--- config.mk ---
export PLATFORM = sky130hd
export DESIGN_NAME = rob
export DESIGN_NICKNAME = d
export VERILOG_FILES = /design/src/design/rob_pkg.sv /design/src/design/rob_head_if.sv /design/src/design/rob.sv /design/src/design/rob_entry_table.sv /design/src/design/rob_ptr_ctrl.sv /design/src/design/rob_retire.sv
export VERILOG_INCLUDE_DIRS = /design/src /design/src/include
export SDC_FILE = /design/constraint.sdc
export NUM_CORES = 1
export LEC_CHECK = 0
export BUFFER_PORTS_ARGS = -buffer_cell sky130_fd_sc_hd__buf_2
export CAP_MARGIN = 25
export CORE_ASPECT_RATIO = 0.7
export CORE_MARGIN = 1.5
export CORE_UTILIZATION = 36
export CTS_BUF_LIST = sky130_fd_sc_hd__clkbuf_2
export CTS_CLUSTER_SIZE = 20
export DETAILED_ROUTE_END_ITERATION = 10
export PLACE_DENSITY_LB_ADDON = 0.2
export SETUP_SLACK_MARGIN = 0.2
export SLEW_MARGIN = 20
export SYNTH_ARGS = -nofsm -noshare
export SYNTH_HDL_FRONTEND = slang
export SYNTH_SLANG_ARGS = --single-unit
export TNS_END_PERCENT = 30
--- constraint.sdc ---
create_clock -name clock -period 3.95 [get_ports clock]
set_input_delay 0.1975 -clock clock [delete_from_list [all_inputs] [get_ports clock]]
set_output_delay 0.1975 -clock clock [all_outputs]
set_load 0.005 [all_outputs]
--- src/include/rob_cfg.svh ---
/*
 * Reorder buffer sizing macros.
 * Included by the package and by any module that sizes arrays or ports.
 */

`ifndef ROB_CFG_SVH
`define ROB_CFG_SVH

// number of buffer entries
`define ROB_DEPTH 16

// register file sizes seen by rename
`define ROB_ARCH_REGS 32
`define ROB_PHYS_REGS 64

// result value width
`define ROB_XLEN 32

// writeback ports into the buffer
`define ROB_WB_PORTS 2

`endif

--- src/design/rob_pkg.sv ---
/*
 * Shared types for the reorder buffer.
 * Widths follow the macros in the config header.
 * Modules take this package with a wildcard import in their header.
 */

`include "rob_cfg.svh"

package rob_pkg;

    // entry index into the buffer
    typedef logic [$clog2(`ROB_DEPTH)-1:0] rob_idx_t;

    // occupancy and free space, one bit wider so a full buffer fits
    typedef logic [$clog2(`ROB_DEPTH):0] rob_cnt_t;

    // architectural destination
    typedef logic [$clog2(`ROB_ARCH_REGS)-1:0] arch_reg_t;

    // physical register tags, new mapping and the one it replaces
    typedef logic [$clog2(`ROB_PHYS_REGS)-1:0] phys_reg_t;

    // writeback result
    typedef logic [`ROB_XLEN-1:0] rob_value_t;

endpackage

--- src/design/rob_head_if.sv ---
/*
 * Head of the reorder buffer as seen by retire.
 * Pointer logic drives the index, the entry table returns that entry's
 * fields, and retire consumes them.
 */

interface rob_head_if import rob_pkg::*; ();

    // oldest entry index
    rob_idx_t   head_idx;

    // fields of the entry at head_idx
    logic       head_ready;
    logic       head_rd_wen;
    arch_reg_t  head_rd_arch;
    phys_reg_t  head_new_prf;
    phys_reg_t  head_old_prf;
    rob_value_t head_value;

    modport ptr (output head_idx);

    // entry storage side
    modport tbl (input head_idx, output head_ready, head_rd_wen, head_rd_arch,
                 head_new_prf, head_old_prf, head_value);

    modport retire (input head_ready, head_rd_wen, head_rd_arch, head_new_prf,
                    head_old_prf, head_value);

endinterface

--- src/design/rob.sv ---
/*
 * Single-issue reorder buffer top level.
 * One dispatch and one retire per cycle, several writeback ports and
 * tail rollback on a mispredict. Only wires the pointer, table and
 * retire blocks together.
 */

`include "rob_cfg.svh"

module rob import rob_pkg::*; (
    input  logic                           clock,
    input  logic                           reset,
    // dispatch
    input  logic                           disp_valid_i,
    input  logic                           disp_rd_wen_i,
    input  arch_reg_t                      disp_rd_arch_i,
    input  phys_reg_t                      disp_new_prf_i,
    input  phys_reg_t                      disp_old_prf_i,
    output logic                           disp_ready_o,
    output rob_idx_t                       disp_rob_idx_o,
    output rob_cnt_t                       free_space_o,
    // writeback
    input  logic [`ROB_WB_PORTS-1:0]       wb_valid_i,
    input  rob_idx_t [`ROB_WB_PORTS-1:0]   wb_rob_idx_i,
    input  rob_value_t [`ROB_WB_PORTS-1:0] wb_value_i,
    // mispredict
    input  logic                           mispredict_i,
    input  rob_idx_t                       mispredict_rob_idx_i,
    // commit
    output logic                           commit_valid_o,
    output logic                           commit_rd_wen_o,
    output arch_reg_t                      commit_rd_arch_o,
    output phys_reg_t                      commit_new_prf_o,
    output phys_reg_t                      commit_old_prf_o,
    output rob_value_t                     commit_value_o
);

    logic alloc_en;
    logic rob_empty;
    logic retire_en;

    rob_head_if head_if ();

    // tail index doubles as the returned dispatch index
    rob_ptr_ctrl u_ptr_ctrl (
        .clock                (clock),
        .reset                (reset),
        .disp_valid_i         (disp_valid_i),
        .mispredict_i         (mispredict_i),
        .mispredict_rob_idx_i (mispredict_rob_idx_i),
        .retire_en_i          (retire_en),
        .disp_ready_o         (disp_ready_o),
        .alloc_en_o           (alloc_en),
        .alloc_idx_o          (disp_rob_idx_o),
        .free_space_o         (free_space_o),
        .rob_empty_o          (rob_empty),
        .head_if              (head_if.ptr)
    );

    rob_entry_table u_entry_table (
        .clock          (clock),
        .reset          (reset),
        .alloc_en_i     (alloc_en),
        .alloc_idx_i    (disp_rob_idx_o),
        .disp_rd_wen_i  (disp_rd_wen_i),
        .disp_rd_arch_i (disp_rd_arch_i),
        .disp_new_prf_i (disp_new_prf_i),
        .disp_old_prf_i (disp_old_prf_i),
        .wb_valid_i     (wb_valid_i),
        .wb_rob_idx_i   (wb_rob_idx_i),
        .wb_value_i     (wb_value_i),
        .head_if        (head_if.tbl)
    );

    rob_retire u_retire (
        .clock            (clock),
        .reset            (reset),
        .rob_empty_i      (rob_empty),
        .mispredict_i     (mispredict_i),
        .retire_en_o      (retire_en),
        .commit_valid_o   (commit_valid_o),
        .commit_rd_wen_o  (commit_rd_wen_o),
        .commit_rd_arch_o (commit_rd_arch_o),
        .commit_new_prf_o (commit_new_prf_o),
        .commit_old_prf_o (commit_old_prf_o),
        .commit_value_o   (commit_value_o),
        .head_if          (head_if.retire)
    );

endmodule

--- src/design/rob_entry_table.sv ---
/*
 * Entry storage for the reorder buffer.
 * Dispatch writes the rename mapping, writeback ports mark entries done
 * and store their results, and the head entry is read out for retire.
 */

`include "rob_cfg.svh"

module rob_entry_table import rob_pkg::*; (
    input  logic                                clock,
    input  logic                                reset,
    input  logic                                alloc_en_i,
    input  rob_idx_t                            alloc_idx_i,
    input  logic                                disp_rd_wen_i,
    input  arch_reg_t                           disp_rd_arch_i,
    input  phys_reg_t                           disp_new_prf_i,
    input  phys_reg_t                           disp_old_prf_i,
    input  logic [`ROB_WB_PORTS-1:0]            wb_valid_i,
    input  rob_idx_t [`ROB_WB_PORTS-1:0]        wb_rob_idx_i,
    input  rob_value_t [`ROB_WB_PORTS-1:0]      wb_value_i,
    rob_head_if.tbl                             head_if
);

    // per entry completion flag
    logic [`ROB_DEPTH-1:0] ready_q;

    // per entry payload
    logic       rd_wen_q  [`ROB_DEPTH];
    arch_reg_t  rd_arch_q [`ROB_DEPTH];
    phys_reg_t  new_prf_q [`ROB_DEPTH];
    phys_reg_t  old_prf_q [`ROB_DEPTH];
    rob_value_t value_q   [`ROB_DEPTH];

    // ==================================================
    // completion tracking
    // ==================================================
    always_ff @(posedge clock) begin
        if (reset) begin
            ready_q <= '0;
        end else begin
            // a fresh entry starts incomplete, also covers squashed slots
            if (alloc_en_i) begin
                ready_q[alloc_idx_i] <= 1'b0;
            end
            for (int p = 0; p < `ROB_WB_PORTS; p++) begin
                if (wb_valid_i[p]) begin
                    ready_q[wb_rob_idx_i[p]] <= 1'b1;
                end
            end
        end
    end

    // mapping written at dispatch, result at writeback
    always_ff @(posedge clock) begin
        if (alloc_en_i) begin
            rd_wen_q[alloc_idx_i]  <= disp_rd_wen_i;
            rd_arch_q[alloc_idx_i] <= disp_rd_arch_i;
            new_prf_q[alloc_idx_i] <= disp_new_prf_i;
            old_prf_q[alloc_idx_i] <= disp_old_prf_i;
        end
        for (int p = 0; p < `ROB_WB_PORTS; p++) begin
            if (wb_valid_i[p]) begin
                value_q[wb_rob_idx_i[p]] <= wb_value_i[p];
            end
        end
    end

    // head read, combinational
    assign head_if.head_ready   = ready_q[head_if.head_idx];
    assign head_if.head_rd_wen  = rd_wen_q[head_if.head_idx];
    assign head_if.head_rd_arch = rd_arch_q[head_if.head_idx];
    assign head_if.head_new_prf = new_prf_q[head_if.head_idx];
    assign head_if.head_old_prf = old_prf_q[head_if.head_idx];
    assign head_if.head_value   = value_q[head_if.head_idx];

endmodule

--- src/design/rob_ptr_ctrl.sv ---
/*
 * Head, tail and occupancy tracking for the reorder buffer.
 * Accepts one dispatch per cycle, advances the head on retire and
 * rolls the tail back to just after a mispredicted entry.
 */

`include "rob_cfg.svh"

module rob_ptr_ctrl import rob_pkg::*; (
    input  logic     clock,
    input  logic     reset,
    input  logic     disp_valid_i,
    input  logic     mispredict_i,
    input  rob_idx_t mispredict_rob_idx_i,
    input  logic     retire_en_i,
    output logic     disp_ready_o,
    output logic     alloc_en_o,
    output rob_idx_t alloc_idx_o,
    output rob_cnt_t free_space_o,
    output logic     rob_empty_o,
    rob_head_if.ptr  head_if
);

    localparam rob_cnt_t DEPTH_CNT = rob_cnt_t'(`ROB_DEPTH);
    localparam rob_idx_t LAST_IDX  = rob_idx_t'(`ROB_DEPTH - 1);

    rob_idx_t head_q;
    rob_idx_t tail_q;
    rob_cnt_t count_q;

    // entries kept on a squash, head through the mispredicted one
    rob_cnt_t mis_cnt;
    rob_cnt_t head_cnt;
    rob_cnt_t keep_cnt;

    // wrap at the last entry
    function automatic rob_idx_t idx_inc(input rob_idx_t idx);
        return (idx == LAST_IDX) ? '0 : idx + 1'b1;
    endfunction

    // ==================================================
    // status and dispatch acceptance
    // ==================================================
    assign rob_empty_o  = (count_q == '0);
    // no new entries while the tail is being rolled back
    assign disp_ready_o = (count_q != DEPTH_CNT) && !mispredict_i;
    assign alloc_en_o   = disp_valid_i && disp_ready_o;
    assign alloc_idx_o  = tail_q;
    assign free_space_o = DEPTH_CNT - count_q;
    assign head_if.head_idx = head_q;

    // distance head to mispredicted entry, inclusive
    assign mis_cnt  = {1'b0, mispredict_rob_idx_i};
    assign head_cnt = {1'b0, head_q};

    always_comb begin
        if (mis_cnt >= head_cnt) begin
            keep_cnt = mis_cnt - head_cnt + 1'b1;
        end else begin
            // mispredicted entry sits past the wrap
            keep_cnt = mis_cnt + DEPTH_CNT - head_cnt + 1'b1;
        end
    end

    // ==================================================
    // pointer update
    // ==================================================
    always_ff @(posedge clock) begin
        if (reset) begin
            head_q  <= '0;
            tail_q  <= '0;
            count_q <= '0;
        end else if (mispredict_i) begin
            // retire is held off this cycle, head stays put
            tail_q  <= idx_inc(mispredict_rob_idx_i);
            count_q <= keep_cnt;
        end else begin
            if (alloc_en_o) begin
                tail_q <= idx_inc(tail_q);
            end
            if (retire_en_i) begin
                head_q <= idx_inc(head_q);
            end
            // dispatch and retire together leave count alone
            case ({alloc_en_o, retire_en_i})
                2'b10:   count_q <= count_q + 1'b1;
                2'b01:   count_q <= count_q - 1'b1;
                default: count_q <= count_q;
            endcase
        end
    end

endmodule

--- src/design/rob_retire.sv ---
/*
 * In-order retire stage of the reorder buffer.
 * Commits the head entry once it is complete and registers its
 * mapping and value onto the commit outputs for one cycle.
 */

module rob_retire import rob_pkg::*; (
    input  logic       clock,
    input  logic       reset,
    input  logic       rob_empty_i,
    input  logic       mispredict_i,
    output logic       retire_en_o,
    output logic       commit_valid_o,
    output logic       commit_rd_wen_o,
    output arch_reg_t  commit_rd_arch_o,
    output phys_reg_t  commit_new_prf_o,
    output phys_reg_t  commit_old_prf_o,
    output rob_value_t commit_value_o,
    rob_head_if.retire head_if
);

    // oldest entry done, nothing being squashed this cycle
    assign retire_en_o = !rob_empty_i && head_if.head_ready && !mispredict_i;

    // ==================================================
    // commit outputs
    // ==================================================
    always_ff @(posedge clock) begin
        if (reset) begin
            commit_valid_o <= 1'b0;
        end else begin
            // single cycle pulse per retired entry
            commit_valid_o <= retire_en_o;
        end
    end

    // payload only loads on retire, qualified by commit_valid_o
    always_ff @(posedge clock) begin
        if (retire_en_o) begin
            commit_rd_wen_o  <= head_if.head_rd_wen;
            commit_rd_arch_o <= head_if.head_rd_arch;
            commit_new_prf_o <= head_if.head_new_prf;
            commit_old_prf_o <= head_if.head_old_prf;
            commit_value_o   <= head_if.head_value;
        end
    end

endmodule

[Word level (Yosys, flattened, before mapping)]
Memory sizes are Yosys's and may differ from the RTL's. A register that Yosys moved wholly into a read port is not among the register bits.
Index checks and enable logic that the tools add are counted.
Word-level totals
  bits in registers: 30
  word-level logic and storage cells: 80
  bits of input ports: 100
  memory bits (writable): 800
  output and inout port bits: 61
  memories kept: 5
Cells by class
  reduce and logical (&&, ||, !) cells: 13
  bitwise operators: 5
  order comparisons: 8
  eq/ne operators: 6
  mux-type cells: 27
  $add $sub $neg: 11
Memory list
  u_entry_table.value_q: words 16, width 32, read ports 1, clocked after memory_dff 1, write ports 2, RTL line rob_entry_table.sv:32  | rob_value_t value_q [`ROB_DEPTH];
  u_entry_table.new_prf_q: words 16, width 6, read ports 1, clocked after memory_dff 1, write ports 1, RTL line rob_entry_table.sv:30  | phys_reg_t new_prf_q [`ROB_DEPTH];
  u_entry_table.old_prf_q: words 16, width 6, read ports 1, clocked after memory_dff 1, write ports 1, RTL line rob_entry_table.sv:31  | phys_reg_t old_prf_q [`ROB_DEPTH];
  u_entry_table.rd_arch_q: words 16, width 5, read ports 1, clocked after memory_dff 1, write ports 1, RTL line rob_entry_table.sv:29  | arch_reg_t rd_arch_q [`ROB_DEPTH];
  u_entry_table.rd_wen_q: words 16, width 1, read ports 1, clocked after memory_dff 1, write ports 1, RTL line rob_entry_table.sv:28  | logic rd_wen_q [`ROB_DEPTH];
Operators with widths (count)
  two-way mux 16 bit: 5
  OR 16 bit: 2
  < comparator 4 x 5 -> 1 bit, second input constant: 4
  two-way mux 4 bit: 5
  bitwise AND 16 bit: 1
  inverter 16 bit: 1
  adder 5 x 1 -> 5 bit, second input constant: 3
  adder 4 x 1 -> 4 bit, second input constant: 3
  demux 1 bit (select 4 bit): 3
  equality test 4 bit, second input constant: 3
  greater-or-equal comparator 4 x 1 -> 1 bit, second input constant: 3
  two-way mux 1 bit: 10
  two-way mux 5 bit: 2
  one-hot mux 5 bit (2 select lines): 1
  logical AND 1 bit: 7
  adder 4 x 5 -> 5 bit, second input constant: 1
  zero test 5 bit: 1
  != test 5 bit, second input constant: 1
  subtractor 4 x 4 -> 5 bit: 1
  subtractor 5 x 1 -> 5 bit, second input constant: 1
  subtractor 5 x 4 -> 5 bit: 1
  subtractor 5 bit, first input constant: 1
  binary-select mux 1 bit (select 4 bit): 1
  greater-or-equal comparator 4 bit: 1
  7 further kinds: 8

[Logic depth before layout (Yosys ltp)]
Gate-level depths: netlist (run 1).
  depth after elaboration: 13
  mapped depth: 15
  gate-level depth less buffers: 15

[Hierarchy]
A second synthesis (run 1) with hierarchy kept.
Second synthesis, totals
  cells, all modules: 2196
  area total of the unflattened synthesis: 40074.7 um^2
By module, submodules not included
  rob_entry_table: times used 1, cells each 2002, area each 37345.8 um^2, seq. area each 24343.3 um^2
  rob_retire: times used 1, cells each 53, area each 1544.0 um^2, seq. area each 1521.5 um^2
  rob_ptr_ctrl: times used 1, cells each 141, area each 1184.9 um^2, seq. area each 260.2 um^2

[Worst setup path before layout (run 1)]
OpenSTA, ideal clock, no wires.
  path kind: input-to-reg
  start point: input wb_rob_idx_i[1] (netlist name)
  end point: memory u_entry_table.value_q[8][0] (netlist name) (enable)
  library setup time: 0.468 ns
  path buffers: 0
  required time: 3.482 ns
  arrival: 3.026 ns
  path slack: 0.456 ns
  stages: 2
  path through: or3b_2 -> o21ai_0
RTL lines
  from (decl): RTL line rob.sv:24  | input rob_idx_t [`ROB_WB_PORTS-1:0] wb_rob_idx_i,
  to (decl): RTL line rob_entry_table.sv:32

[Worst setup path after layout (run 1)]
  start point: register u_ptr_ctrl.count_q[0]
  end point: register u_ptr_ctrl.count_q[3]
On the way
  longest elaborated chain between the ends: 7
  elaborated cells between the ends (all ways): 14
  those cells by class: 2 x add/sub; 3 x eq/ne; 2 x mux; 7 x reduce/logical
Ends and longest elaborated chain
  from (decl): RTL line rob_ptr_ctrl.sv:29  | rob_cnt_t count_q;
  from (signal assigned): RTL line rob_ptr_ctrl.sv:76  | count_q <= keep_cnt;
  from (signal assigned): RTL line rob_ptr_ctrl.sv:86  | 2'b10: count_q <= count_q + 1'b1;
  from (signal assigned): RTL line rob_ptr_ctrl.sv:87  | 2'b01: count_q <= count_q - 1'b1;
  zero test 5 bit: RTL line rob_ptr_ctrl.sv:44  | assign rob_empty_o = (count_q == '0);
  zero test 1 bit: RTL line rob_retire.sv:23  | assign retire_en_o = !rob_empty_i && head_if.head_ready && !mispredict_i;
  logical AND 1 bit (2 in series): RTL line rob_retire.sv:23
  equality test 2 x 1 -> 1 bit / equality test 2 bit (equally long branches): RTL line rob_ptr_ctrl.sv:85  | case ({alloc_en_o, retire_en_i})
  one-hot mux 5 bit (2 select lines): RTL line rob_ptr_ctrl.sv:85
  two-way mux 5 bit: RTL line rob_ptr_ctrl.sv:73  | end else if (mispredict_i) begin
Several ways; a longest one is shown, not always the timed one.
A chain may end at the register's enable or synchronous reset.

==> flow_metrics.tcl, run 1 <==
set metrics [dict create \
    antenna_left 0 \
    dp_hpwl_um 65900 \
    fill_cells 9767 \
    hp-start "wb_value_i[24]" \
    start_kind "register" \
    tightest_slew_ns 1.06 \
    pwr_density_cell_mw_per_mm2 381 \
    syn_nets 2227 \
    fin_tns_setup_ns 0 \
    multi_input_area_mm2 0.0134 \
    maxSlewViolCount 0 \
    layout_min_cycle_time_ns 3.45 \
    synth_common_cells "edfxtp_1 (850), mux2_2 (513), mux4_2 (253), clkbuf_1 (152), nor2_1 (35)" \
    stdcell_area_mm2 0.0477 \
    grt_first_pass_wirelength_um 173000 \
    wl_per_cell_um 28.4 \
    pwr-share-comb_pct 8.4 \
    ios 161 \
    reg2reg_from "u_ptr_ctrl.count_q[0]$_SDFFE_PP0P_" \
    drv_cap 0 \
    fin_skew_ns 0.103 \
    status "completed" \
    dr_total_vias 23281 \
    setup_violations 0 \
    post-route-drc-count 0 \
    fmaxAchievable_ghz 0.290 \
    yosys_warnings 0 \
    hold_path_end "u_entry_table.value_q[12][24]$_DFFE_PP_" \
    internal-power_uw 13500 \
    pwr-share-clk_pct 33.3 \
    grt_pass1_vias 24562 \
    grt_use_total_pct 21.4 \
    synth_top_area_share_pct 63.7 \
    reg2reg_slack_ns 0.50 \
    dieArea_mm2 0.113 \
    post-cts-setup-buffers 0 \
    power_frac_seq_pct 58.2 \
    synth_seq_cells 880 \
    syn_avg_cell_area_um2 19.0 \
    syn2layout_area_growth_pct 19.1 \
    rsz0062_at_grt "false" \
    r2r_cells 15 \
    clock_sinks 880 \
    vdd.ir_drop.worst_mv 0.190 \
    timing_hold_violations_final 0 \
    synthFlopType "edfxtp_1" \
    cp_data_arrival_time_ns 4.82 \
    clockRootBuffer "clkbuf_2" \
    async_reset_ff_share_pct 0 \
    yosysMostFrequentCell "edfxtp_1" \
    crit_path_end_kind "register" \
    synth-edff-count 850 \
    place.gp.congestion 0.819 \
    crit_type "register to register" \
    switching_power_uw 4700 \
    switching_share_pct 25.8 \
    regArea_mm2 0.0261 \
    rr_endpoint "u_ptr_ctrl.count_q[3]$_SDFFE_PP0P_" \
    die_w_um 402 \
    synthCells 2103 \
    core-area_mm2 0.110 \
    cts_tree "done" \
    drtIter0Drc 2172 \
    grt-ovfl-total 0 \
    final_nets 2768 \
    via_per_inst 5.47 \
    drive_gt1_share_pct 49.3 \
    maxSlewHeadroom_pct 29.0 \
    cts.path.max_buffers 3 \
    synth.cell_area_mm2 0.0400 \
    min_path_cells 4 \
    grt_antenna_before_repair 7 \
    firstDrtPassIters 5 \
    postPlaceCellArea_mm2 0.0430 \
    worstPathRequired_ns 5.32 \
    min_period_over_period_pct 87.3 \
    io_buffers 160 \
    rows 102 \
    clkTransAtPathRegs_ns 0.13 \
    grt_max_degree 72 \
    cp_max_fo 9 \
    cts_buffers 212 \
    leakage_uw 0.0157 \
    synth_cell_types 52 \
    power_uw 18200 \
    insertion_delay_ns 1.51 \
    htree_levels 4 \
    hp-class "primary input to register" \
    die_h_um 282 \
    synth_top_area_cell "edfxtp_1" \
    wl_um 121000 \
    synthTopCellsByArea "edfxtp_1 (64%), mux2_2 (14%), mux4_2 (14%)" \
    start_util_pct 36.3 \
    ys_seq_area_share_pct 65.2 \
]
cell usage in the layout, fill, tap and decap left out, types with 17 or more instances in the layout:
cell	instances
edfxtp_1	850
mux2_2	513
clkbuf_2	305
dlygate4sd3_1	277
mux4_2	253
buf_2	160
buf_4	55
clkinv_1	43
dfxtp_1	27
inv_1	26
a21oi_1	24
nor2_1	22
ha_1	21
buf_12	20
nand2_1	17
metrics by stage:
| step | setup WS (ns) | instances | hold slack (ns) | utilization [%] |
|---|---|---|---|---|
| 6_report | 0.504 | 4259 | 0.187 | 43.2 |
| 4_1_cts | 0.257 | 4251 | 0.0135 | 43.2 |
| 3_5_place_dp | 0.559 | 3605 | 0.482 | 38.9 |
| 5_1_grt | 0.271 | 4257 | 0.136 | 43.2 |
| 3_3_place_gp | 0.620 | 3605 | 0.474 | 38.9 |
| 2_1_floorplan | 0.456 | 2103 | 0.270 | - |
per-layer routing:
metal | part of all wire [%] | track usage, % | wire [um]
met4 | 2.3 | 7.51 | 2750
met2 | 47 | 33.7 | 56900
met5 | 0.012 | 0 | 14
met1 | 45 | 29.9 | 54100
met3 | 6.0 | 3.88 | 7270
flip-flops by register name, summed over array words and instances (netlist names), 6 cells and up:
signal,count
u_entry_table.rd_wen_q,16
u_retire.commit_new_prf_o,6
u_entry_table.ready_q,16
u_entry_table.new_prf_q,96
u_retire.commit_old_prf_o,6
u_entry_table.rd_arch_q,80
u_entry_table.value_q,512
u_retire.commit_value_o,32
u_entry_table.old_prf_q,96
layout make-up:
type / instances / area share, %
flip-flops and latches: 880 / 54.8
multi-input cells: 1008 / 28.0
repair buffers: 513 / 9.22
well taps: 1456 / 3.82
clock buffers: 305 / 3.20
clock inverters: 61 / 0.724
inverters: 29 / 0.233
diodes: 7 / 0.0367
what timing repair did:
item	4_1_cts	5_1_grt
endpoints found under the setup margin	0	181
hold buffers	280	0
endpoints found under the hold margin	1651	0
gates resized for setup	0	1
power by group through the flow:
stage	registers, uW	clock network [uW]	logic (uW)
6_report	10600	6060	1530
5_1_grt	10600	6680	1630
4_1_cts	10600	6260	1530
3_5_place_dp	10800	0	1280
3_3_place_gp	10800	0	1240
2_1_floorplan	10800	0	777
cells by family (layout without fill, tap and decap cells):
group	count (synthesis)	after routing	synth area share [%]
DFF	880	880	65.2
muxes	771	771	28.8
buffers and inverters	215	908	2.10
and+or+nand+nor	132	132	1.69
AOI/OAI and AO/OA	71	71	1.17
adders and majority gates	24	24	0.806
xor gates and xnor gates	10	10	0.219
other	0	7	0
worst max-delay path, stage by stage, from the launching register on:
cell and delay (ns):
dfxtp_1 0.46, inv_1 0.13, ha_1 0.23, nor3b_1 0.16, ha_1 0.21, nor3_1 0.26
o2111a_1 0.36, o21ai_2 0.12, inv_2 0.19, ha_1 0.27, a21o_1 0.18, a21oi_1 0.21
xor2_1 0.18, o21ai_0 0.12, a31oi_1 0.19, nor3_1 0.06
worst max path at each step:
stage,to,cells after the start,start
5_1_grt,u_ptr_ctrl.count_q[3]$_SDFFE_PP0P_,15,u_ptr_ctrl.count_q[0]$_SDFFE_PP0P_
3_3_place_gp,u_ptr_ctrl.count_q[3]$_SDFFE_PP0P_,15,u_ptr_ctrl.count_q[0]$_SDFFE_PP0P_
2_1_floorplan,u_entry_table.value_q[8][0]$_DFFE_PP_,2,wb_rob_idx_i[1]
4_1_cts,u_entry_table.old_prf_q[15][2]$_DFFE_PP_,10,u_ptr_ctrl.count_q[0]$_SDFFE_PP0P_
3_5_place_dp,u_ptr_ctrl.count_q[3]$_SDFFE_PP0P_,15,u_ptr_ctrl.count_q[0]$_SDFFE_PP0P_
6_report,u_ptr_ctrl.count_q[3]$_SDFFE_PP0P_,15,u_ptr_ctrl.count_q[0]$_SDFFE_PP0P_
No activity file was read; power rests on OpenSTA's default activity.
==> run 2: changes to the inputs <==
BUFFER_PORTS_ARGS = default   (was -buffer_cell sky130_fd_sc_hd__buf_2)
DONT_BUFFER_PORTS = 1   (was default)
SYNTH_HIERARCHICAL = 1   (was default)
==> run 2 against run 1 <==
  * Utilization down 0.41 points
  * Maximum frequency down 3.0%
  * Cell count rose by 0.59%
  * Global-route usage shrank 0.53 points
  * Critical path type unchanged
  * Largest cell class unchanged
  * Highest routed layer unchanged
==> flow_metrics.tcl, run 2 <==
set metrics [dict create \
    status "completed" \
    die_w_um 402 \
    drv_cap 0 \
    syn2layout_area_growth_pct 18.1 \
    power_uw 18100 \
    cp_max_fo 7 \
    crit_chain "mux4_2, a22oi_1, nand2_1, nor3b_4, nor2b_4, fa_1, a21o_1, a21oi_2, mux2i_1, xnor2_1, o22ai_1, dlygate4sd3_1" \
    place_ws_ns 0.858 \
    grt_first_pass_wirelength_um 170000 \
    tightest_slew_ns 1.06 \
    drtIter0Drc 2206 \
    cts.path.max_buffers 3 \
    ys_seq_area_share_pct 65.2 \
    rows 102 \
    hp-class "primary input to register" \
    antenna_left 0 \
    cts_buffers 218 \
    crit_path_end_kind "register" \
    placed_cells 3523 \
    core-area_mm2 0.111 \
    synth-edff-count 850 \
    die_h_um 282 \
    synth_adder_area_share_pct 0.712 \
    worstPathRequired_ns 5.47 \
    ios 161 \
    synth_top_area_cell "edfxtp_1" \
    rsz0062_at_grt "false" \
    crit_family "multiplexers" \
    synth_top_area_share_pct 63.7 \
    syn_avg_cell_area_um2 18.2 \
    start_util_pct 36.3 \
    start_kind "register" \
    post-route-drc-count 0 \
    yosys_warnings 6 \
    grt_antenna_before_repair 9 \
    fmaxAchievable_ghz 0.281 \
    synth_top_family_by_area "multiplexers" \
    fin_cells 4284 \
    maxSlewHeadroom_pct 29.2 \
    grt_pass1_vias 24674 \
    dp_hpwl_um 62600 \
    grt_max_degree 129 \
    grt-ovfl-total 0 \
    vdd.ir_drop.worst_mv 0.291 \
    grt_use_total_pct 20.9 \
    synth_compound_area_share_pct 2.92 \
    synthXorXnorAreaFrac_pct 0.303 \
    clockRootBuffer "clkbuf_2" \
    htree_levels 4 \
    place.gp.congestion 0.754 \
    synthCells 2196 \
    worst_slack_ns 0.397 \
    drive_gt1_share_pct 41.4 \
    setup_violations 0 \
    post-cts-setup-buffers 0 \
    crit_type "register to register" \
    syn_nets 2317 \
    yosysMostFrequentCell "edfxtp_1" \
    final_nets 2785 \
    synth_seq_cells 880 \
    layout_min_cycle_time_ns 3.55 \
    firstDrtPassIters 5 \
    cp_data_arrival_time_ns 5.07 \
    clkTransAtPathRegs_ns 0.13 \
    wl_um 120000 \
    fin_skew_ns 0.107 \
    wl_per_cell_um 27.9 \
    synth_simple_gate_area_share_pct 2.24 \
    clock_sinks 880 \
    maxSlewViolCount 0 \
    path_buf_inv 1 \
    synthFlopType "edfxtp_1" \
    min_period_over_period_pct 90.0 \
    pwr_density_cell_mw_per_mm2 382 \
    io_buffers 0 \
    via_per_inst 5.50 \
    synth_common_cells "edfxtp_1 (850), mux2_2 (489), mux4_2 (204), a22oi_1 (106), clkbuf_1 (96)" \
    layout_commonest_cell "edfxtp_1" \
    dr_total_vias 23555 \
    synth.cell_area_mm2 0.0401 \
    leakage_uw 0.0155 \
    crit_path_max_incr_delay_ns 0.56 \
    synth_cell_types 54 \
    timing_hold_violations_final 0 \
    dieArea_mm2 0.113 \
    insertion_delay_ns 1.61 \
    synthTopCellsByArea "edfxtp_1 (64%), mux2_2 (14%), mux4_2 (11%)" \
    cts_tree "done" \
    mostFrequentLayoutCells "edfxtp_1 (850), mux2_2 (489), dlygate4sd3_1 (374)" \
    largest_reg_flops 512 \
    yosys-mux-area-fraction_pct 25.9 \
    cp_slowest_cell "dlygate4sd3_1" \
    async_reset_ff_share_pct 0 \
]
-- run 2: cell count changes in the layout (fill, tap and decap cells not counted), sizes merged, moves of 5 or more --
cell | before | now
buf | 235 | 67
a22oi | 0 | 106
dlygate4sd3 | 277 | 374
nand2 | 22 | 89
mux4 | 253 | 204
clkbuf | 305 | 319
nor3 | 15 | 1
o21ai | 11 | 20
a21oi | 24 | 16
o22ai | 9 | 1
a31oi | 6 | 13
inv | 33 | 26
clkinv | 52 | 47
o21a | 6 | 1
-- run 2: final timing paths --
kind | from | endpoint | slack [ns] | depth (start not counted)
worst min-delay path | disp_new_prf_i[1] | u_entry_table/new_prf_q[15][1]$_DFFE_PP_ | 0.22 | 2
worst max-delay path | u_ptr_ctrl/head_if.head_idx[0]$_SDFFE_PP0P_ | u_ptr_ctrl/count_q[4]$_SDFFE_PP0P_ | 0.40 | 12
worst min register to register | u_entry_table/ready_q[6]$_SDFF_PP0_ | u_entry_table/ready_q[6]$_SDFF_PP0_ | 0.50 | 2
worst max register to register | u_ptr_ctrl/head_if.head_idx[0]$_SDFFE_PP0P_ | u_ptr_ctrl/count_q[4]$_SDFFE_PP0P_ | 0.40 | 12
-- run 2: metrics by stage --
stage	instance area, um2	TNS, ns	hold slack, ns	util (%)
4_1_cts	47200	0	0.00590	42.8
5_1_grt	47300	0	0.0117	42.8
3_3_place_gp	41600	0	0.273	37.6
3_5_place_dp	41600	0	0.276	37.6
6_report	47300	0	0.218	42.8
2_1_floorplan	40100	-0.604	0.269	-
-- run 2: kinds of logic after synthesis --
group | after synthesis
DFF | 880
muxes | 719
buffers and inverters | 213
and+or+nand+nor | 181
AOI/OAI and AO/OA | 169
adders and majority gates | 21
xor gates and xnor gates | 13
-- run 2: power by group --
group	internal [uW]	switching, uW
Clock	2200	3840
Sequential	10500	82.0
Combinational	703	724
Total	13400	4650
-- run 2: cell type report --
cell class              count  area, um2
repair buffers            442       4340
inverters                  19       71.3
clock buffers             318       1590
well taps                1456       1820
multi-input cells        1103      13000
clock inverters            56        299
flip-flops and latches    880      26100
fillers                  9801      63200
diodes                     10       25.0
-- run 2: per-layer routing --
metal	track usage, %	part of all wire [%]
met3	5.70	7.7
met4	6.59	2.0
met1	28.3	44
met5	0	0.031
met2	32.7	46
-- run 2: what timing repair did --
action	CTS	global route
resized for setup	0	4
hold buffers	376	0
setup endpoints to repair	0	1
endpoints found under the hold margin	1680	0
